[config.mk]
export PLATFORM = sky130hd
export DESIGN_NAME = cube_data_buffer
export DESIGN_NICKNAME = d
export VERILOG_FILES = /design/src/design/net_pkg.sv /design/src/design/cube_data_buffer.sv
export SDC_FILE = /design/constraint.sdc
export NUM_CORES = 1
export LEC_CHECK = 0
export ABC_AREA = 1
export BUFFER_PORTS_ARGS = -buffer_cell sky130_fd_sc_hd__buf_2
export CAP_MARGIN = 30
export CELL_PAD_IN_SITES_DETAIL_PLACEMENT = 2
export CELL_PAD_IN_SITES_GLOBAL_PLACEMENT = 2
export CORE_AREA = 2 2 98 100
export DETAILED_ROUTE_END_ITERATION = 8
export DIE_AREA = 0 0 100 102
export PLACE_DENSITY_LB_ADDON = 0.1
export REMOVE_ABC_BUFFERS = 1
export SYNTH_ARGS = -nofsm -noshare
export SYNTH_HDL_FRONTEND = slang
export SYNTH_SLANG_ARGS = --single-unit
[constraint.sdc]
create_clock -name clk -period 3.5 [get_ports clk]
set_input_delay 1.05 -clock clk [delete_from_list [all_inputs] [get_ports clk]]
set_output_delay 1.05 -clock clk [all_outputs]
set_load 0.01 [all_outputs]
[src/design/net_pkg.sv]
package net_pkg;

  // feature and vector geometry
  localparam int data_len   = 8;
  localparam int n_feat     = 12;
  localparam int beat_lanes = 4;
  localparam int n_beats    = 3;

  // mac datapath
  localparam int acc_len   = 20;
  // accumulator scale down before saturation
  localparam int acc_shift = 4;
  // slope of the negative side of the activation
  localparam int elu_shift = 2;

  // four hidden passes plus the affine pass
  localparam int n_layers = 5;

  // one signed feature
  typedef logic signed [data_len-1:0] feat_t;

  // feature 0 in the low byte
  typedef feat_t [n_feat-1:0] feat_vec_t;

  // counters over features, beats and layers
  typedef logic [3:0] feat_idx_t;
  typedef logic [1:0] beat_idx_t;
  typedef logic [2:0] layer_idx_t;

  localparam feat_idx_t  last_feat    = feat_idx_t'(n_feat - 1);
  localparam beat_idx_t  last_beat    = beat_idx_t'(n_beats - 1);
  localparam layer_idx_t affine_layer = layer_idx_t'(n_layers - 1);

  // sequencer states
  typedef enum logic [3:0] {
    LIDLE, BUFFER, LAYER0, LAYER1, LAYER2, LAYER3, AFFINE, COMP, LFIN
  } state_t;

  // sequencer to layer engine
  typedef struct packed {
    // one cycle, begins a pass
    logic       start;
    logic [2:0] layer;
    // source is the cube buffer, not the engine's own results
    logic       from_buffer;
    // clear for the affine pass
    logic       activate;
  } layer_ctrl_t;

endpackage

[src/design/cube_data_buffer.sv]
`timescale 1ns/1ps

module cube_data_buffer (
  input  logic                                          clk,
  input  logic                                          rst_n,
  input  logic                                          beat,
  input  logic [net_pkg::beat_lanes*net_pkg::data_len-1:0] d,
  output net_pkg::feat_vec_t                            q
);

  // next four-feature slot to fill
  net_pkg::beat_idx_t slot;

  // slot pointer, wraps after the third beat
  always_ff @(posedge clk or negedge rst_n) begin
    if (!rst_n) begin
      slot <= '0;
    end else if (beat) begin
      if (slot == net_pkg::last_beat) slot <= '0;
      else slot <= slot + 1'b1;
    end
  end

  // lane k of beat b is feature 4b+k
  // vector held until the next frame overwrites it
  always_ff @(posedge clk) begin
    if (beat) begin
      for (int k = 0; k < net_pkg::beat_lanes; k++) begin
        q[slot*net_pkg::beat_lanes + k] <= d[k*net_pkg::data_len +: net_pkg::data_len];
      end
    end
  end

endmodule

Yosys cells after proc, flatten, opt, wreduce, memory -nomap -nowiden
Cells that the tools add are included.

storage, ports and cells
  output and inout bits = 96
  bits of input ports = 35
  bits in registers = 98

cells by class
  reductions and logical operators = 4
  equal/unequal tests = 1
  magnitude comparators = 8
  muxes and demuxes = 13
  $add $sub $neg = 4

operators with widths
  kind                                                                number
  bitwise mux 96 bit                                                  4
  demux 8 bit (select 4 bit)                                          3
  two-way mux 8 bit                                                   4
  demux 8 bit (select 2 bit)                                          1
  greater-or-equal comparator 5 x 1 -> 1 bit (second input constant)  3
  less-than comparator 5 bit (second input constant)                  3
  adder 4 x 2 -> 5 bit (second input constant)                        2
  adder 4 x 1 -> 5 bit (second input constant)                        1
  less-than comparator 4 x 5 -> 1 bit (second input constant)         1
  greater-or-equal comparator 4 x 1 -> 1 bit (second input constant)  1
  logical AND 1 bit                                                   4
  adder 2 x 1 -> 2 bit (second input constant)                        1
  == test 2 bit (second input constant)                               1
  two-way mux 2 bit                                                   1

Logic depth before layout (Yosys ltp)
  depth in word-level cells = 8
  depth in mapped cells = 3

Least setup slack after synthesis
Ideal clock, no wire load.

  kind = input to register
  from = input port beat
  to = register q[64] (netlist name), enable pin
  arrival time = 2463 ps
  buffers on the path = 0
  cell stages on the path = 2
  data required time = 3079 ps
  slack = 616 ps
  cells stage by stage = inv_1 -> nor2_1

RTL lines
  what                            RTL line                source
  start: declaration              cube_data_buffer.sv:6   input logic beat,
  end signal: indexed assignment  cube_data_buffer.sv:29  q[slot*net_pkg::beat_lanes + k] <= d[k*net_pkg::data_len +: net_pkg::data_len];
  end: declaration                cube_data_buffer.sv:8   output net_pkg::feat_vec_t q

No word-level cell between the ends.

Worst setup path after layout
  from = register q[20] (netlist name)
  to = output port q[20] (netlist name)

No word-level cell between the ends.

==> results_dict.tcl <==
set metrics [dict create \
    finalSetupViolCount 0 \
    maxSlewHeadroom_pct 60.0 \
    synthDistinctLibCells 8 \
    async_flop_share_pct 2.04 \
    post_cts_resized 0 \
    fin_nets 325 \
    finalCritPeriodShare_pct 55.9 \
    skew_ps 8.56 \
    ys.flop_type "edfxtp_1" \
    postSynthCellCount 146 \
    post-cts-setup-buffers 0 \
    ys_ff_latch 98 \
    io_pins 131 \
    fmax_mhz 511 \
    grt_pass1_vias 1922 \
    groute.usage.overall_pct 15.5 \
    drc_errors 0 \
    worstSetupStartpointType "flop" \
    reg2reg_slack_ps 1790 \
    initialDrtViolationCount 49 \
    period_minus_slack_ps 1960 \
    clock_path_buffers 2 \
    power.leakage_uw 0.00170 \
    cp-end-kind "primary output" \
    synth_top_area_share_pct 92.5 \
    synth_area_leaders "edfxtp_1 (92%), nor2_1 (3.1%), dfrtp_1 (1.6%), inv_1 (1.6%), nand2_1 (0.72%)" \
    clkLatencyLatePin_ps 350 \
    first_pass_iters 4 \
    finalCoreUtilization_pct 45.6 \
    grt_overflow 0 \
    hold_viol 0 \
    cts_made_buffers 9 \
    routedWlPerCell_microns 19.1 \
    rows 35 \
    start_util_pct 34.2 \
    synth-edff-count 96 \
    tns_ps 0 \
    postRouteAntennaNets 0 \
    grt_antenna_before_repair 0 \
    core_region_area_sq_um 9110 \
    totalWireLength_microns 7740 \
    viasPerCell 4.43 \
    yosys-top-cells-count "edfxtp_1 (96), nor2_1 (26), inv_1 (13)" \
    drv_cap 0 \
    grt_max_degree 33 \
    tritoncts "built" \
    hold_buffers 0 \
    clk_pin_slew_ps 100 \
    worstSetupPathType "reg2out" \
    die_h_microns 102 \
    status "completed" \
    ir_worst_vdd_mv 0.308 \
    die_w_microns 100 \
    rsz0062_at_grt "false" \
    slowest_delay_ps 400 \
    critical_path.max_fanout 1 \
    grt_pass1_wl_microns 11400 \
    syn_area_sq_um 3120 \
    areaGrowthSynthToFinish_pct 33.4 \
    vias 1794 \
    clock-sinks 98 \
    place.gp.congestion 0.711 \
    hold_path.class "in2async" \
    cp_num_buf_inv 1 \
    slew_violations 0 \
    yosysTopAreaCell "edfxtp_1" \
    die-area_sq_um 10200 \
    path_cells "buf_2" \
    yosys_warnings 0 \
    cts_root_buf "clkbuf_8" \
    syn_avg_cell_area_sq_um 21.3 \
    post-dp-hpwl_microns 5500 \
    critical-path-top-delay-family "flip-flops" \
    cp_data_arrival_time_ps 910 \
    port_buffers 130 \
    ys_seq_area_share_pct 94.1 \
    required_ps 2450 \
    htree_num_levels 3 \
    synth.most_common_cell "edfxtp_1" \
    power_density_nw_per_um2 688 \
    antenna_cells 0 \
    final_layout_size_suffix_gt1_share_pct 50.7 \
    critPathSlowestCell "edfxtp_1" \
    worst_pin_slew_ps 599 \
]
==> cell type report <==
class,instances,area (sq um)
Inverter,14,52.6
Tap cell,111,139
Clock buffer,10,128
Timing Repair Buffer,133,686
Fill cell,882,4950
Sequential cell,98,2930
Clock inverter,5,80.1
Multi-Input combinational cell,34,139
==> flip-flops by register name (all words and copies together), names as in the netlist <==
| name | flops |
|---|---|
| slot | 2 |
| q | 96 |
==> layer usage <==
layer  track usage [%]  wire length (microns)
met5                 0                      0
met1              18.5                   3090
met2              27.3                   4130
met3              3.15                    407
met4              6.53                    108
==> worst paths after layout <==
path	from	endpoint	cells after the start
setup / recovery	q[20]$_DFFE_PP_	q[20]	1
hold / removal	rst_n	slot[1]$_DFFE_PN0P_	1
setup reg to reg	slot[1]$_DFFE_PN0P_	q[25]$_DFFE_PP_	4
hold reg to reg	slot[0]$_DFFE_PN0P_	slot[0]$_DFFE_PN0P_	2
max in group asynchronous	rst_n	slot[0]$_DFFE_PN0P_	1
min in group clk	slot[0]$_DFFE_PN0P_	slot[0]$_DFFE_PN0P_	2
==> kinds of logic after synthesis <==
group | Yosys count | share of synthesized area, %
flip-flops | 98 | 94.1
buffers and inverters | 14 | 1.69
AND/OR/NAND/NOR | 34 | 4.21
==> report_power, final <==
part           total, uW  switching, uW  internal, uW
combinational        512            358           154
clock                765            367           398
sequential          1580           52.4          1530
==> placed cells by master, fill, tap and decap left out, drive strengths merged <==
| cell | count |
|---|---|
| bufinv | 2 |
| buf | 133 |
| nor2 | 26 |
| dfrtp | 2 |
| clkinv | 2 |
| clkinvlp | 1 |
| inv | 14 |
| nand2 | 7 |
| nand3 | 1 |
| clkbuf | 10 |
| edfxtp | 96 |
==> metrics by stage <==
step	worst slack (ps)	total power [uW]	cell area, sq um	instances	hold slack [ps]
after floorplan	616	1840	3120	146	510
after global placement	1270	2110	3950	390	552
after detailed placement	1230	2140	3950	390	575
after CTS	1520	2910	4160	405	455
after global routing	1490	2990	4160	405	455
final	1540	2860	4160	405	474
Note: power is estimated with default switching activity, not from simulation.
