$ cat config.mk
export PLATFORM = sky130hd
export DESIGN_NAME = comp_layer
export DESIGN_NICKNAME = d
export VERILOG_FILES = /design/src/design/net_pkg.sv /design/src/design/comp_layer.sv
export SDC_FILE = /design/constraint.sdc
export NUM_CORES = 1
export LEC_CHECK = 0
export BUFFER_PORTS_ARGS = -buffer_cell sky130_fd_sc_hd__buf_4
export CORE_ASPECT_RATIO = 0.8
export CORE_MARGIN = 3
export CORE_UTILIZATION = 29
export DETAILED_ROUTE_END_ITERATION = 8
export PLACE_DENSITY = 0.59
export SYNTH_ARGS = -nofsm -noshare
export SYNTH_HDL_FRONTEND = slang
export SYNTH_SLANG_ARGS = --single-unit
$ cat constraint.sdc
create_clock -name clk -period 6.3 [get_ports clk]
set_input_delay 1.26 -clock clk [delete_from_list [all_inputs] [get_ports clk]]
set_output_delay 1.26 -clock clk [all_outputs]
set_load 0.05 [all_outputs]
$ cat src/design/net_pkg.sv
package net_pkg;

  // feature and vector geometry
  localparam int data_len   = 8;
  localparam int n_feat     = 12;
  localparam int beat_lanes = 4;
  localparam int n_beats    = 3;

  // mac datapath
  localparam int acc_len   = 20;
  // accumulator scale down before saturation
  localparam int acc_shift = 4;
  // slope of the negative side of the activation
  localparam int elu_shift = 2;

  // four hidden passes plus the affine pass
  localparam int n_layers = 5;

  // one signed feature
  typedef logic signed [data_len-1:0] feat_t;

  // feature 0 in the low byte
  typedef feat_t [n_feat-1:0] feat_vec_t;

  // counters over features, beats and layers
  typedef logic [3:0] feat_idx_t;
  typedef logic [1:0] beat_idx_t;
  typedef logic [2:0] layer_idx_t;

  localparam feat_idx_t  last_feat    = feat_idx_t'(n_feat - 1);
  localparam beat_idx_t  last_beat    = beat_idx_t'(n_beats - 1);
  localparam layer_idx_t affine_layer = layer_idx_t'(n_layers - 1);

  // sequencer states
  typedef enum logic [3:0] {
    LIDLE, BUFFER, LAYER0, LAYER1, LAYER2, LAYER3, AFFINE, COMP, LFIN
  } state_t;

  // sequencer to layer engine
  typedef struct packed {
    // one cycle, begins a pass
    logic       start;
    logic [2:0] layer;
    // source is the cube buffer, not the engine's own results
    logic       from_buffer;
    // clear for the affine pass
    logic       activate;
  } layer_ctrl_t;

endpackage

$ cat src/design/comp_layer.sv
`timescale 1ns/1ps

module comp_layer (
  input  logic               clk,
  input  logic               rst_n,
  input  logic               comp_start,
  input  net_pkg::feat_vec_t d,
  output logic               comp_done,
  output logic [3:0]         q
);

  net_pkg::feat_idx_t idx;
  net_pkg::feat_idx_t best_i;
  logic               run;
  // running maximum
  net_pkg::feat_t     best;
  net_pkg::feat_t     x;
  logic               take;

  assign x = d[idx];

  // first score always taken
  // strict compare keeps the lower index on a tie
  assign take = (idx == '0) || (x > best);

  // one score per cycle, done 13 cycles after start
  always_ff @(posedge clk or negedge rst_n) begin
    if (!rst_n) begin
      idx       <= '0;
      best_i    <= '0;
      run       <= 1'b0;
      comp_done <= 1'b0;
      q         <= '0;
    end else begin
      comp_done <= 1'b0;
      if (comp_start) begin
        run <= 1'b1;
        idx <= '0;
      end else if (run) begin
        if (take) best_i <= idx;
        if (idx == net_pkg::last_feat) begin
          run       <= 1'b0;
          comp_done <= 1'b1;
          // include the last score in the result
          q         <= take ? idx : best_i;
        end else begin
          idx <= idx + 1'b1;
        end
      end
    end
  end

  always_ff @(posedge clk) begin
    if (run && take) best <= x;
  end

endmodule

# Yosys cells after proc, flatten, opt, wreduce, memory -nomap -nowiden
# Cells that the tools add are included.
[totals]
elab_cells = 31
output_inout_bits = 5
ff_bits = 22
inputBits = 99
[classes]
n_lt_le_gt_ge = 2
muxes = 12
eq_ne = 2
n_reduce_logical = 7
n_addsub = 1
bitwise = 1
[op_table]
columns = ["cell", "n"]
rows = [
  ["8-bit binary-select mux with 4-bit select", 1],
  ["4-bit 2-to-1 mux", 4],
  ["8-bit > comparator", 1],
  ["8-bit 2-to-1 mux", 1],
  ["1-bit 2-to-1 mux", 6],
  ["4-bit by 5-bit less-than comparator with 1-bit output (second input constant)", 1],
  ["4-bit by 1-bit adder with 4-bit output (second input constant)", 1],
  ["4-bit equality test (second input constant)", 1],
  ["4-bit logical NOT", 1],
  ["2-bit AND reduction", 2],
  ["3-bit AND reduction", 1],
  ["2-bit != test (second input constant)", 1],
  ["2-bit nonzero test", 1],
  ["1-bit logical AND", 1],
  ["1-bit logical OR", 1],
  ["1-bit NOT", 1],
]

# Depth between registers and ports, before layout
[depth]
ltp_word = 5
depth_mapped = 12
ltp_nobuf = 10

# Worst setup path before layout
# Ideal clock, no wire load.
[synth_path]
path_kind = "input to register"
start = "input d[93] (netlist bit)"
end = "register best[0] (enable)"
cell_stages = 9
path_slack_ps = 2347
setup_ps = 385
t_required_ps = 5915
arrival_ps = 3568
n_path_buf = 0
cell_sequence = "mux4_2 mux2i_1 o22ai_1 ha_1 a21o_1 a2111oi_2 a211oi_2 nor2_1 a21boi_0"
[synth_between]
elab_chain_len = 5
[synth_rtl]
columns = ["element", "line_no", "source"]
rows = [
  ["from (decl)", "comp_layer.sv:7", "input net_pkg::feat_vec_t d,"],
  ["8-bit binary-select mux with 4-bit select", "comp_layer.sv:20", "assign x = d[idx];"],
  ["8-bit 2-to-1 mux (implied by the code)", "comp_layer.sv:20", ""],
  ["net x[5]", "comp_layer.sv:17", "net_pkg::feat_t x;"],
  ["8-bit > comparator", "comp_layer.sv:24", "assign take = (idx == '0) || (x > best);"],
  ["1-bit logical OR", "comp_layer.sv:24", ""],
  ["1-bit logical AND", "comp_layer.sv:54", "if (run && take) best <= x;"],
  ["to (signal assigned)", "comp_layer.sv:54", ""],
  ["to (decl)", "comp_layer.sv:16", "net_pkg::feat_t best;"],
]
# The timed path passes the listed nets, and every way through them passes these cells. The select of a mux whose other input is x is not followed.
# A chain may end at the register's enable or synchronous reset.

# Final worst setup path
[layout_path]
start = "input d[93] (netlist bit)"
end = "register best[6] (enable)"
# The elaborated chain is that of the path after synthesis.

==> out/results.txt <==
initial antenna violation count - 0
Fin Hold WS - 0.501 ns
outcome - complete, no violations
R2R Setup Slk - 2.05 ns
EDFF count, synth - 8
boundary pin count - 104
number of buffers created by CTS - 3
worst hold path depth - 1
# port buffers - 103
Leak Pwr - 1.25 nW
CTS tree - built
CTS Hold Bufs - 0
largest net degree at the start of global routing - 32
worst r2r src - idx[0]
Die Y - 78.1 um
placed cells - 331
initial core utilization - 0.309
Final Setup Violations - 0
final wirelength - 5210 um
Final GP Congestion - 0.806
Req. time, crit path - 6.18 ns
Slew headroom - 0.243
worst min-delay path class - reg2reg
Max-cap violations - 0
Synth Flop Type - dfrtp_1
Pins Over Slew Limit - 0
filler instances - 584
post-synth top area share - 0.275
post-CTS sizing - 0
Post-route DRC - 0
Sum Neg Setup Slack - 0 ns
post-synth top area cell - mux4_2
Vias - 1651
total design power - 0.000548 W
Post-layout nets - 364
Vias/cell - 4.93
count of cell types in the netlist - 37
Power Density - 198 nW/um2
Synth area leaders - mux4_2, dfrtp_1, edfxtp_1, ha_1, mux2i_1
vias in the first global route - 1726
worst r2r path cells - 9
synthesized area - 1880 um2
hold worst-path end - best_i[2]
remaining antenna violation count after routing - 0
skew final - 0.000770 ns
Area Growth Syn to Fin - 46.9%
final non-filler cell total - 335
clk root buf - clkbuf_8
post-CTS setup buffers - 0
Least-Margin Pin Slew - 1.13 ns
die area - 7500 um2
startpoint type of the worst setup path - primary input
Core Area - 6100 um2
clk slew on worst S/H paths - 0.08 ns
FF-to-FF End - best[6]
Die X - 96.1 um
Worst VDD drop - 85.1 uV
path type of the worst setup path - in2reg
Syn Area/Cell - 12.1 um2
final antenna diode count - 0
Crit. End Element - flip-flop
RSZ-0062 raised after global routing - false
row count - 25
Hold Startpoint - best_i[2]
Final min period - 4.26 ns
drt pass-1 iters - 4
Mapped Cells - 156
DPL Wire Length - 4330 um
initial DRC count - 38
maximum root-to-sink buffer count - 2
Wirelength per Cell - 15.5 um
H-tree level count - 1
Synth warnings - 0
most frequent cell after synthesis - mux4_2
Hold Vio Cnt, Final - 0
GRT Residual Overflow - 0
Synth top cells by count - mux4_2, inv_1, dfrtp_1
layout cells sized above 1 - 0.547
placed cell areas - 2720 um2
All-Layer GR Usage - 0.142
first-pass GRT wire length - 8310 um
f_max - 235 MHz
Async SR Flop Fraction - 0.636
flops & latches, synth - 22
Syn Nets - 265
clk sinks - 22
Worst EP arrival - 4.14 ns
cell area after layout - 2760 um2
Final Cycle Share - 0.675
post-synthesis sequential area ratio - 0.314
crit path max fanout - 8
Clk Latency, worst-skew pair - 0.26 ns
[layout by cell type, fill, tap and decap left out]
cell / netlist / final
nand4_1: 3 / 3
a21boi_0: 1 / 1
nor2_1: 8 / 8
a21o_1: 1 / 1
nand2_1: 6 / 6
o22ai_1: 7 / 7
buf_4: 1 / 104
xor2_1: 1 / 1
dfrtp_1: 14 / 13
nor2b_1: 5 / 5
a21oi_1: 3 / 3
and2_1: 1 / 1
nand2b_1: 3 / 3
edfxtp_1: 8 / 8
a311o_1: 2 / 2
mux4_2: 23 / 23
or2_4: 1 / 1
inv_1: 19 / 19
o31ai_4: 1 / 1
mux2i_1: 10 / 10
a2111oi_2: 1 / 1
o211ai_1: 1 / 1
o22a_1: 1 / 1
o32ai_1: 1 / 1
clkbuf_8: 0 / 3
a21oi_4: 1 / 1
mux2_2: 3 / 3
a31oi_1: 1 / 1
dfrtp_2: 0 / 1
ha_1: 10 / 10
xnor2_1: 1 / 1
a32o_1: 2 / 2
clkbuf_1: 2 / 1
a211oi_2: 1 / 1
nand3_1: 3 / 3
nor3_1: 2 / 2
nand3b_1: 1 / 1
[where the power goes]
group	switching, W	internal [W]
Combinational	0.000121	0.000135
Clock	0.0000453	0.0000451
Sequential	0.0000170	0.000185
Total	0.000183	0.000364
[sequential cells by signal, summed over array words and instances, names as in the netlist]
register   count
q              4
run            1
best           8
comp_done      1
idx            4
best_i         4
[area by class of cell]
class / count / area, um2 / share of cell area
multi-input combinational: 105 / 1170 / 0.425
timing repair buffer: 104 / 781 / 0.282
sequential: 22 / 592 / 0.214
tap: 81 / 101 / 0.0367
inverter: 19 / 71.3 / 0.0258
clock buffer: 4 / 45.0 / 0.0163
[routing by layer]
| metal | part of all wire | wire (um) | up-vias | track usage |
|---|---|---|---|---|
| met5 | 0 | 0 | - | 0 |
| met3 | 0.085 | 443 | 4 | 0.0479 |
| met1 | 0.45 | 2360 | 777 | 0.201 |
| met4 | 0.0073 | 38 | 0 | 0.0170 |
| met2 | 0.46 | 2370 | 72 | 0.216 |
| li1 | - | - | 798 | - |
[worst max-delay path: stages]
cell       delay [ns]
buf_4            0.11
mux4_2           0.45
mux2i_1          0.16
o22ai_1          0.13
ha_1             0.34
a21o_1           0.14
a2111oi_2        0.07
a211oi_2         0.46
nor2_1           0.10
a21boi_0         0.90
[kinds of logic (layout without fill, tap and decap cells)]
kind of cell,Yosys count,after routing,synth area share
buffers and inverters,29,127,0.0625
muxes,36,36,0.346
AOI/OAI and AO/OA,24,24,0.112
and+or+nand+nor,33,33,0.0898
xor gates and xnor gates,2,2,0.00931
DFF,22,22,0.314
adders and majority gates,10,10,0.0665
[through the flow]
stage                     utilization  setup slack (ns)
final                           0.453              2.04
after CTS                       0.453              1.94
after global placement          0.446              1.72
after global routing            0.453              1.64
after detailed placement        0.446              1.73
after floorplan                     -              2.35
[how the worst max path moves through the flow]
stage | start | slack (ns) | depth (start not counted) | to
2_1_floorplan | d[93] | 2.35 | 9 | best[0]
3_3_place_gp | d[91] | 1.72 | 10 | best[4]
3_5_place_dp | d[93] | 1.73 | 10 | best[6]
4_1_cts | idx[0] | 1.94 | 9 | best[3]
5_1_grt | idx[0] | 1.64 | 9 | best[2]
6_report | d[93] | 2.04 | 10 | best[6]
Note: power is estimated with default switching activity, not from simulation.
