### config.mk
export PLATFORM = sky130hd
export DESIGN_NAME = state_layer
export DESIGN_NICKNAME = d
export VERILOG_FILES = /design/src/design/net_pkg.sv /design/src/design/state_layer.sv
export SDC_FILE = /design/constraint.sdc
export NUM_CORES = 1
export LEC_CHECK = 0
export ABC_AREA = 0
export BUFFER_PORTS_ARGS = -buffer_cell sky130_fd_sc_hd__buf_2
export CORE_AREA = 5 5 42 44
export DETAILED_ROUTE_END_ITERATION = 6
export DIE_AREA = 0 0 47 49
export HOLD_SLACK_MARGIN = 0.03
export PLACE_DENSITY = 0.8
export SKIP_LAST_GASP = 1
export SLEW_MARGIN = 20
export SYNTH_ARGS = -nofsm -noshare
export SYNTH_HDL_FRONTEND = slang
export SYNTH_SLANG_ARGS = --single-unit
### constraint.sdc
create_clock -name clk -period 1.46 [get_ports clk]
set_input_delay 0.292 -clock clk [delete_from_list [all_inputs] [get_ports clk]]
set_output_delay 0.292 -clock clk [all_outputs]
set_load 0.05 [all_outputs]
### src/design/net_pkg.sv
package net_pkg;

  // feature and vector geometry
  localparam int data_len   = 8;
  localparam int n_feat     = 12;
  localparam int beat_lanes = 4;
  localparam int n_beats    = 3;

  // mac datapath
  localparam int acc_len   = 20;
  // accumulator scale down before saturation
  localparam int acc_shift = 4;
  // slope of the negative side of the activation
  localparam int elu_shift = 2;

  // four hidden passes plus the affine pass
  localparam int n_layers = 5;

  // one signed feature
  typedef logic signed [data_len-1:0] feat_t;

  // feature 0 in the low byte
  typedef feat_t [n_feat-1:0] feat_vec_t;

  // counters over features, beats and layers
  typedef logic [3:0] feat_idx_t;
  typedef logic [1:0] beat_idx_t;
  typedef logic [2:0] layer_idx_t;

  localparam feat_idx_t  last_feat    = feat_idx_t'(n_feat - 1);
  localparam beat_idx_t  last_beat    = beat_idx_t'(n_beats - 1);
  localparam layer_idx_t affine_layer = layer_idx_t'(n_layers - 1);

  // sequencer states
  typedef enum logic [3:0] {
    LIDLE, BUFFER, LAYER0, LAYER1, LAYER2, LAYER3, AFFINE, COMP, LFIN
  } state_t;

  // sequencer to layer engine
  typedef struct packed {
    // one cycle, begins a pass
    logic       start;
    logic [2:0] layer;
    // source is the cube buffer, not the engine's own results
    logic       from_buffer;
    // clear for the affine pass
    logic       activate;
  } layer_ctrl_t;

endpackage

### src/design/state_layer.sv
`timescale 1ns/1ps

module state_layer (
  input  logic                 clk,
  input  logic                 rst_n,
  input  logic                 load,
  input  logic                 layer_done,
  input  logic                 comp_done,
  output logic                 beat,
  output net_pkg::layer_ctrl_t ctrl,
  output logic                 comp_start,
  output logic                 busy,
  output logic                 valid
);

  net_pkg::state_t    cs;
  net_pkg::state_t    cs_next;
  net_pkg::beat_idx_t beat_cnt;
  logic               start_r;

  // input beats only accepted while idle or collecting
  assign beat = load & ((cs == net_pkg::LIDLE) | (cs == net_pkg::BUFFER));

  // next state
  always_comb begin
    cs_next = cs;
    case (cs)
      net_pkg::LIDLE: begin
        // load in idle is beat 0
        if (load) cs_next = net_pkg::BUFFER;
      end
      net_pkg::BUFFER: begin
        if (load && (beat_cnt == net_pkg::last_beat)) cs_next = net_pkg::LAYER0;
      end
      net_pkg::LAYER0: if (layer_done) cs_next = net_pkg::LAYER1;
      net_pkg::LAYER1: if (layer_done) cs_next = net_pkg::LAYER2;
      net_pkg::LAYER2: if (layer_done) cs_next = net_pkg::LAYER3;
      net_pkg::LAYER3: if (layer_done) cs_next = net_pkg::AFFINE;
      net_pkg::AFFINE: if (layer_done) cs_next = net_pkg::COMP;
      net_pkg::COMP:   if (comp_done) cs_next = net_pkg::LFIN;
      default:         cs_next = net_pkg::LIDLE;
    endcase
  end

  // state, beat count and start pulses
  always_ff @(posedge clk or negedge rst_n) begin
    if (!rst_n) begin
      cs         <= net_pkg::LIDLE;
      beat_cnt   <= '0;
      start_r    <= 1'b0;
      comp_start <= 1'b0;
    end else begin
      cs <= cs_next;
      // counts 0..2, back to 0 after the last beat
      if (beat) begin
        if (beat_cnt == net_pkg::last_beat) beat_cnt <= '0;
        else beat_cnt <= beat_cnt + 1'b1;
      end
      // pulse in the first cycle of each layer state
      start_r <= (cs_next != cs) &&
                 (cs_next inside {net_pkg::LAYER0, net_pkg::LAYER1, net_pkg::LAYER2,
                                  net_pkg::LAYER3, net_pkg::AFFINE});
      comp_start <= (cs_next == net_pkg::COMP) && (cs != net_pkg::COMP);
    end
  end

  // layer control decoded from state
  always_comb begin
    ctrl.start       = start_r;
    ctrl.from_buffer = (cs == net_pkg::LAYER0);
    ctrl.activate    = (cs != net_pkg::AFFINE);
    case (cs)
      net_pkg::LAYER1: ctrl.layer = 3'd1;
      net_pkg::LAYER2: ctrl.layer = 3'd2;
      net_pkg::LAYER3: ctrl.layer = 3'd3;
      net_pkg::AFFINE: ctrl.layer = net_pkg::affine_layer;
      default:         ctrl.layer = 3'd0;
    endcase
  end

  // busy drops the cycle after the valid pulse
  assign busy  = (cs != net_pkg::LIDLE);
  assign valid = (cs == net_pkg::LFIN);

endmodule

Word level (Yosys, flattened, before mapping)

Index checks and enable logic that the tools add are counted.

Word-level logic and storage cells: 42
Input port bits: 5
Register bits: 8
Output and inout port bits: 10

Bitwise logic cells: 2
Multiplexer cells: 11
Add/subtract/negate cells: 1
Equality and inequality tests: 18
Reductions and logical operators: 6

Operators with widths:

| kind                                                   | count |
|---|---|
| equality test 4 x 3 -> 1 bit (second input constant)   | 8 |
| two-way mux 4 bit                                      | 8 |
| one-hot mux 4 bit (8 select lines)                     | 1 |
| equality test 4 x 2 -> 1 bit (second input constant)   | 4 |
| one-hot mux 3 bit (4 select lines)                     | 1 |
| inequality test 4 x 3 -> 1 bit (second input constant) | 2 |
| nonzero test 5 bit                                     | 1 |
| equality test 4 x 1 -> 1 bit (second input constant)   | 1 |
| equality test 4 bit (second input constant)            | 1 |
| logical NOT 4 bit                                      | 1 |
| inequality test 4 bit                                  | 1 |
| nonzero test 4 bit                                     | 1 |
| logical AND 1 bit                                      | 3 |
| adder 2 x 1 -> 2 bit (second input constant)           | 1 |
| equality test 2 bit (second input constant)            | 1 |
| two-way mux 2 bit                                      | 1 |
| bitwise AND 1 bit                                      | 1 |
| bitwise OR 1 bit                                       | 1 |

Depth between registers and ports, before layout

Gate-level depths: netlist of the first run.

Word-level depth: 7
Mapped depth: 6
Gate-level depth less buffers: 5

Worst setup path after synthesis of the first run

OpenSTA, ideal clock, no wires.

Kind: reg-to-output
Start: reg cs[0]
End: out ctrl[1] in the netlist's numbering
Setup slack: -1.044 ns
Cell stages (with the launch flop): 3
Data required time: 1.168 ns
Data arrival time: 2.212 ns
Path buffers: 1
Cells stage by stage: dfrtp_1 -> clkbuf_4 -> nor4b_1

RTL lines:

| element                | RTL line          | source |
|---|---|---|
| from (decl)            | state_layer.sv:16 | `net_pkg::state_t cs;` |
| from (signal assigned) | state_layer.sv:48 | `cs <= net_pkg::LIDLE;` |
| from (signal assigned) | state_layer.sv:53 | `cs <= cs_next;` |
| to (decl)              | state_layer.sv:10 | `output net_pkg::layer_ctrl_t ctrl,` |

==> flow_summary.yaml, run 1 <==
run_status:
  status: "complete, but fails checks"
  violations: "negative setup slack"
yosys:
  avgSynthCellArea_um2: 8.88
  synth_fa_ha_area_share_pct: 0
  synth_top_area_cell: "dfrtp_1"
  syn-num-nets: 68
  dominantRegCellSynth: "dfrtp_1"
  async_flop_share_pct: 100
  synth-seq-cells: 8
  synthCells: 63
  synth-xor-area-share_pct: 1.57
  synth_compound_area_share_pct: 18.8
  yosys.area_share.simple_pct: 29.3
  synth_mux_area_share_pct: 5.82
  syn-cell-area_um2: 559
  netlist_top_cells_area: "dfrtp_1 36%, nand2_1 5.4%, nor2_1 5.4%"
  ys_seq_area_share_pct: 35.8
  synth_top_family_by_area: "simple AND/OR/NAND/NOR gates"
  ys_warn_count: 0
  synth_edf_count: 0
  synth_top_area_share_pct: 35.8
  netlist-cell-type-count: 32
  ys_top_cells_by_count: "8 x dfrtp_1, 8 x nand2_1, 8 x nor2_1"
sta:
  fin_skew_ps: 0.484
  tightest_slew_ps: 319
  timing.final.ws_setup_ps: -157
  fin_crit_ps: 1620
  setup_viol: 12
  slew-limit-headroom_pct: 78.7
  hold_violations: 0
  min_period_over_period_pct: 111
  clock.fmax_ghz: 0.619
  slew_violations: 0
  rsz0062_at_grt: "yes"
power_and_ir_drop:
  p_per_area_nw_per_um2: 2630
  leakage_uw: 0.000496
  ir_drop_uv: 1460
job:
  drv_cap: 0
detailed_routing:
  wl_met1_um: 712
  wl_met2_um: 915
  drt_pass1_iterations: 4
  remaining_drc_errors: 0
  routed.top_layer: "met4"
  vias: 656
  ant_nets: 0
  viasPerCell: 5.33
  drt-total-wl_um: 1780
  wire_per_inst_um: 14.4
  routed-wl-met3_um: 85
  drtIter0Drc: 14
worst_setup_path:
  cp_data_required_time_ps: 1170
  timing.critical_path.to_type: "primary output"
  crit_type: "register to primary output"
  path_max_fanout: 6
  crit_path_start_kind: "register"
  critPathArrivalTime_ps: 1320
worst_hold_path:
  hold_class: "input pin to register"
cts:
  cts_buffers: 3
  htreeDepth: 1
  cts_buffer_depth: 2
  worstSkewPairLatency_ps: 240
  clkTransAtPathRegs_ps: 50
  root_buffer: "clkbuf_4"
  cts_tree: "built"
  numClockSinks: 8
floorplanning:
  coreArea_um2: 1400
  initial_core_util_pct: 39.9
  die_w_um: 47
  pin_count: 15
  die_height_um: 49
  rows: 14
  fp.dieArea_um2: 2300
cells_and_area:
  nets: 114
  area_delta_synth_final_pct: 88.4
  final_cells: 123
  layout-drive-gt1-share_pct: 68.2
  diodes: 0
global_route:
  grt_pass1_wl_um: 2790
  track_usage_pct: 16.5
  grt_max_degree: 9
  grt.overflow.total: 0
  grt_pass1_vias: 669
  grt_antenna_before_repair: 0
placement:
  portBuffers: 14
  dp_cells: 107
  place_hpwl_um: 1150
  place_congestion: 0.818
  dp_slack_ps: -79.1
-- sequential cells by signal, summed over array words and instances (netlist names) --
register	cells
cs	4
start_r	1
comp_start	1
beat_cnt	2
-- metrics by stage --
step / power (µW) / hold WS [ps] / cell area, µm² / utilization, % / TNS (ps)
2_1_floorplan: 1540 / -3.59 / 626 / - / -136
3_3_place_gp: 2000 / 139 / 817 / 58.3 / -73.3
3_5_place_dp: 2040 / 137 / 817 / 58.3 / -162
4_1_cts: 2610 / 310 / 1000 / 71.5 / -967
5_1_grt: 2920 / 340 / 1050 / 75.2 / -1560
6_report: 2770 / 321 / 1050 / 75.2 / -1000
-- final cells by class --
| type | count | area, µm² |
|---|---|---|
| Multi-Input combinational cell | 48 | 418 |
| Fill cell | 105 | 348 |
| Clock buffer | 3 | 22.5 |
| Timing Repair Buffer | 46 | 377 |
| Inverter | 2 | 11.3 |
| Sequential cell | 8 | 205 |
| Tap cell | 16 | 20.0 |
-- cell families after synthesis --
logic type | after synthesis
flops | 8
simple gates | 31
mux | 3
xor+xnor | 1
buf+inv | 7
compound gates | 13
-- cells in the final DEF (no fill, tap or decap), types with 2 or more instances in the layout --
| master | instances |
|---|---|
| buf_2 | 8 |
| buf_4 | 25 |
| buf_6 | 11 |
| clkbuf_4 | 3 |
| dfrtp_1 | 4 |
| dfrtp_2 | 4 |
| nand2_1 | 8 |
| nand3b_1 | 2 |
| nor2_1 | 6 |
| nor2_4 | 2 |
| nor2b_1 | 2 |
| nor3b_4 | 2 |
-- path summary, 6_finish.rpt --
check,cells after the start,slack [ps],startpoint,endpoint
max,5,-160,cs[1],ctrl[4]
min,3,320,comp_done,cs[3]
max reg2reg,6,-50,cs[0],start_r
min reg2reg,2,500,beat_cnt[0],beat_cnt[1]
max in group asynchronous,2,870,rst_n,cs[2]
min in group asynchronous,2,420,rst_n,beat_cnt[1]
-- power by group --
part	total, µW	internal (µW)	leakage, µW	switching (µW)
registers	432	319	0.0000968	114
logic	2180	1100	0.000385	1090
clock network	153	93.0	0.0000138	60.2
-- timing repair --
action	CTS	global route
resized for setup	30	7
hold endpoints to repair	8	0
hold buffers	1	0
pin swaps	10	4
buffers inserted	9	3
endpoints found under the setup margin	9	12
-- worst max-delay path, cell delays in order, from the launching register on --
cell and delay [ps]:
dfrtp_2 450, buf_6 130, buf_4 150, nand3_4 90, clkinvlp_4 100, buf_8 150
-- per-layer routing --
layer,track usage (%),vias to the layer above
met5,0,-
met4,10.1,0
met3,1.48,6
met2,26.7,29
met1,19.9,310
li1,-,311
Note: power is estimated with default switching activity, not from simulation.
==> inputs of run 2 (changes only) <==
--- a/config.mk
+++ b/config.mk
@@ -8,6 +8,8 @@
 export ABC_AREA = 0
 export BUFFER_PORTS_ARGS = -buffer_cell sky130_fd_sc_hd__buf_2
 export CORE_AREA = 5 5 42 44
+export CTS_BUF_LIST = sky130_fd_sc_hd__clkbuf_8
+export CTS_CLUSTER_SIZE = 14
 export DETAILED_ROUTE_END_ITERATION = 6
 export DIE_AREA = 0 0 47 49
 export HOLD_SLACK_MARGIN = 0.03
==> run 2 against run 1 <==
Against the previous run: the run still ends with negative setup slack left; flip-flop and latch count unchanged; global-route usage up 0.43 points; non-clock buffer count down 3; clock-buffer cell count unchanged; largest power group unchanged.
==> flow_summary.yaml, run 2 (synthesis results as in run 1) <==
run_status:
  status: "complete, but fails checks"
  violations: "negative setup slack"
worst_setup_path:
  critPathArrivalTime_ps: 1300
  crit_type: "register to primary output"
  path_max_fanout: 6
  crit_path_start_kind: "register"
  cp_data_required_time_ps: 1170
  timing.critical_path.to_type: "primary output"
cells_and_area:
  area_delta_synth_final_pct: 81.7
  nets: 111
  fillers: 115
  layout-drive-gt1-share_pct: 65.4
  largest_reg_flops: 4
  diodes: 0
  layout_common_cells: "26 x buf_4, 8 x nand2_1, 8 x buf_2, 8 x buf_6, 6 x nor2_1"
  mostFrequentLayoutCell: "buf_4"
  reg_top3: "cs (4), beat_cnt (2)"
  fin_util_pct: 72.5
  final_cells: 120
  regMostFlops: "cs"
floorplanning:
  coreArea_um2: 1400
  die_w_um: 47
  initial_core_util_pct: 39.9
  die_height_um: 49
  pin_count: 15
  rows: 14
  fp.dieArea_um2: 2300
power_and_ir_drop:
  leakage_uw: 0.000477
  p_per_area_nw_per_um2: 2660
  ir_drop_uv: 1310
detailed_routing:
  ant_nets: 0
  vias: 627
  viasPerCell: 5.23
  wire_per_inst_um: 13.9
  drt_pass1_iterations: 2
  drt-total-wl_um: 1670
  remaining_drc_errors: 0
  drtIter0Drc: 4
cts:
  numClockSinks: 8
  clkTransAtPathRegs_ps: 40
  htreeDepth: 1
  cts_buffer_depth: 2
  cts_buffers: 3
  root_buffer: "clkbuf_8"
  worstSkewPairLatency_ps: 220
  cts_tree: "built"
global_route:
  grt-busiest-layer: "met2"
  gr-usage-met1_pct: 20.1
  use_met3_pct: 2.58
  grt_pass1_wl_um: 2820
  globalRouteMet2Util_pct: 27.4
  grt_pass1_vias: 681
  grt_max_degree: 9
  track_usage_pct: 16.9
  grt.overflow.total: 0
  grt_antenna_before_repair: 0
sta:
  fin_skew_ps: 3.50
  slew-limit-headroom_pct: 78.7
  setup_viol: 10
  hold_violations: 0
  min_period_over_period_pct: 109
  slew_violations: 0
  tightest_slew_ps: 318
  rsz0062_at_grt: "yes"
  timing.final.ws_setup_ps: -131
  fin_crit_ps: 1590
  clock.fmax_ghz: 0.628
  whs_ps: 333
placement:
  place_hpwl_um: 1150
  dp_cells: 107
  place_congestion: 0.818
  portBuffers: 14
job:
  drv_cap: 0
worst_hold_path:
  hold_class: "input pin to register"
-- run 2: critical path, cell delays in order (launching register included) --
cell and delay [ps]:
dfrtp_2 440, or2_4 280, nor3b_4 170, buf_6 180
-- run 2: worst paths after layout --
path / from / endpoint / slack, ps / depth (start not counted)
setup / recovery: cs[1] / valid / -130 / 3
hold / removal: comp_done / cs[3] / 330 / 3
setup reg to reg: cs[2] / start_r / 0 / 7
hold reg to reg: beat_cnt[0] / beat_cnt[1] / 500 / 2
max in group asynchronous: rst_n / cs[0] / 850 / 2
min in group asynchronous: rst_n / beat_cnt[0] / 440 / 2
-- run 2: routing by layer --
metal  routed length (µm)  vias up
met5                    0        -
li1                     -      305
met1                  680      302
met3                   61        6
met4                   40        0
met2                  886       14
-- run 2: final cells by class --
type / count / area [µm²] / area share, %
clock buffer: 3 / 41.3 / 4.06
sequential: 8 / 205 / 20.2
multi-input combinational: 48 / 403 / 39.7
tap: 16 / 20.0 / 1.97
timing repair buffer: 43 / 335 / 33.0
inverter: 2 / 11.3 / 1.11
-- run 2: repair_timing --
item | CTS | global route
hold buffers | 1 | 0
setup buffers | 6 | 3
resized for setup | 26 | 3
setup endpoints to repair | 9 | 10
pin swaps | 6 | 2
endpoints found under the hold margin | 8 | 0
-- run 2: per-stage QoR --
step / setup WS [ps] / instance area, µm² / total power, µW / setup TNS (ps)
2_1_floorplan: -60.3 / 626 / 1540 / -136
3_3_place_gp: -40.6 / 817 / 2000 / -73.3
3_5_place_dp: -79.1 / 817 / 2040 / -162
4_1_cts: -132 / 986 / 2600 / -721
5_1_grt: -178 / 1020 / 2870 / -1260
6_report: -131 / 1020 / 2700 / -639
-- run 2: power breakdown --
group / internal, µW / total (µW) / switching (µW)
sequential: 319 / 431 / 112
combinational: 993 / 2010 / 1020
clock: 178 / 254 / 76.0
==> inputs of run 3 (changes only) <==
--- a/config.mk
+++ b/config.mk
@@ -14,6 +14,7 @@
 export DIE_AREA = 0 0 47 49
 export HOLD_SLACK_MARGIN = 0.03
 export PLACE_DENSITY = 0.8
+export RECOVER_POWER = 50
 export SKIP_LAST_GASP = 1
 export SLEW_MARGIN = 20
 export SYNTH_ARGS = -nofsm -noshare
==> run 3 against run 2 <==
Against the previous run: the run still ends with negative setup slack left; global-route usage is the same; utilization shrank 0.089 points; combinational power is essentially flat; clock skew is the same; power is essentially flat.
==> flow_summary.yaml, run 3 (synthesis results as in run 1) <==
cts:
  worstSkewPairLatency_ps: 220
  cts_buffers: 3
  numClockSinks: 8
  htreeDepth: 1
  clkTransAtPathRegs_ps: 40
  cts_buffer_depth: 2
  cts_tree: "built"
  root_buffer: "clkbuf_8"
detailed_routing:
  vias: 627
  drtIter0Drc: 4
  wire_per_inst_um: 13.9
  remaining_drc_errors: 0
  viasPerCell: 5.23
  drt_pass1_iterations: 2
  ant_nets: 0
  drt-total-wl_um: 1670
run_status:
  status: "complete, but fails checks"
  violations: "negative setup slack"
floorplanning:
  die_w_um: 47
  fp.dieArea_um2: 2300
  coreArea_um2: 1400
  die_height_um: 49
  initial_core_util_pct: 39.9
  pin_count: 15
  rows: 14
power_and_ir_drop:
  switching_share_pct: 44.8
  switchingPower_uw: 1210
  p_total_uw: 2700
  p_per_area_nw_per_um2: 2660
  leakage_uw: 0.000474
  clkPwrFrac_pct: 9.4
  ir_drop_uv: 1310
  combPwrFrac_pct: 74.6
  p_int_uw: 1490
  power_frac_seq_pct: 16.0
cells_and_area:
  mostFrequentLayoutCell: "buf_4"
  largest_reg_flops: 4
  area_delta_synth_final_pct: 81.4
  layout-drive-gt1-share_pct: 64.4
  regMostFlops: "cs"
  nets: 111
  layout_common_cells: "26 x buf_4, 8 x nand2_1, 8 x buf_6, 7 x buf_2, 6 x nor2_1"
  regArea_um2: 205
  diodes: 0
  fillers: 116
  stdcell_area_um2: 1010
  multi_input_area_um2: 403
  reg_top3: "cs (4), beat_cnt (2)"
global_route:
  grt_pass1_wl_um: 2820
  track_usage_pct: 16.9
  grt_max_degree: 9
  grt_pass1_vias: 681
  grt.overflow.total: 0
  grt_antenna_before_repair: 0
placement:
  place_congestion: 0.818
  portBuffers: 14
  place_hpwl_um: 1150
  dpl_cell_area_um2: 817
worst_setup_path:
  crit_path_start_kind: "register"
  critPathArrivalTime_ps: 1300
  reg2reg_to: "start_r"
  timing.critical_path.to_type: "primary output"
  rr_startpoint: "cs[2]"
  path_max_fanout: 6
  cp_data_required_time_ps: 1170
  crit_type: "register to primary output"
  timing.reg2reg.setup_slack_ps: 0
  r2r_cells: 7
sta:
  timing.final.ws_setup_ps: -131
  fin_crit_ps: 1590
  min_period_over_period_pct: 109
  clock.fmax_ghz: 0.628
  slew-limit-headroom_pct: 73.4
  tns_ps: -639
  slew_violations: 0
  hold_violations: 0
  fin_skew_ps: 3.50
  rsz0062_at_grt: "yes"
  tightest_slew_ps: 399
  setup_viol: 10
worst_hold_path:
  whs_path_depth: 3
  whs_endpoint: "cs[3]"
  worstHoldStart: "comp_done"
  hold_class: "input pin to register"
job:
  drv_cap: 0
run 3: changes by cell type in the layout (fill, tap and decap cells not counted):
cell      previous run  this run
buf_2                8         7
clkbuf_1             0         1
run 3: cell type report:
| type | count | area share [%] |
|---|---|---|
| multi-input combinational | 48 | 39.7 |
| timing repair buffer | 43 | 32.9 |
| sequential | 8 | 20.2 |
| clock buffer | 3 | 4.07 |
| tap | 16 | 1.97 |
| inverter | 2 | 1.11 |
run 3: routing by layer:
| metal | share of wire [%] | GRT usage, % | vias to the layer above | wire length (µm) |
|---|---|---|---|---|
| li1 | - | - | 305 | - |
| met1 | 41 | 20.1 | 302 | 681 |
| met2 | 53 | 27.4 | 14 | 886 |
| met3 | 3.7 | 2.58 | 6 | 61 |
| met4 | 2.4 | 9.68 | 0 | 40 |
| met5 | 0 | 0 | - | 0 |
run 3: worst max-delay path by stage:
stage	startpoint	end	depth (start not counted)
2_1_floorplan	cs[0]	ctrl[1]	2
3_3_place_gp	cs[2]	valid	3
3_5_place_dp	cs[2]	start_r	5
4_1_cts	cs[1]	valid	3
5_1_grt	cs[1]	ctrl[4]	5
6_report	cs[1]	valid	3
run 3: worst max-delay path: stages, from the launching register on:
cell and delay (ps):
dfrtp_2 440, or2_4 280, nor3b_4 170, buf_6 180
run 3: metrics by stage:
step	utilization, %	hold WS, ps	std cells	worst slack (ps)
3_3_place_gp	58.3	139	107	-40.6
2_1_floorplan	-	-3.59	63	-60.3
3_5_place_dp	58.3	137	107	-79.1
6_report	72.4	333	120	-131
4_1_cts	70.4	330	117	-132
5_1_grt	72.4	356	120	-178
run 3: power groups by stage:
stage,sequential [µW],combinational (µW),clock [µW]
6_report,431,2010,254
3_5_place_dp,432,1610,0
2_1_floorplan,383,1160,0
4_1_cts,421,1920,263
3_3_place_gp,430,1570,0
5_1_grt,445,2150,272
run 3: repair_timing:
| action | in CTS | in global routing |
|---|---|---|
| hold buffers | 1 | 0 |
| resized for setup | 26 | 3 |
| buffers inserted | 6 | 3 |
| pin swaps | 6 | 2 |
| endpoints found under the hold margin | 8 | 0 |
| endpoints found under the setup margin | 9 | 10 |
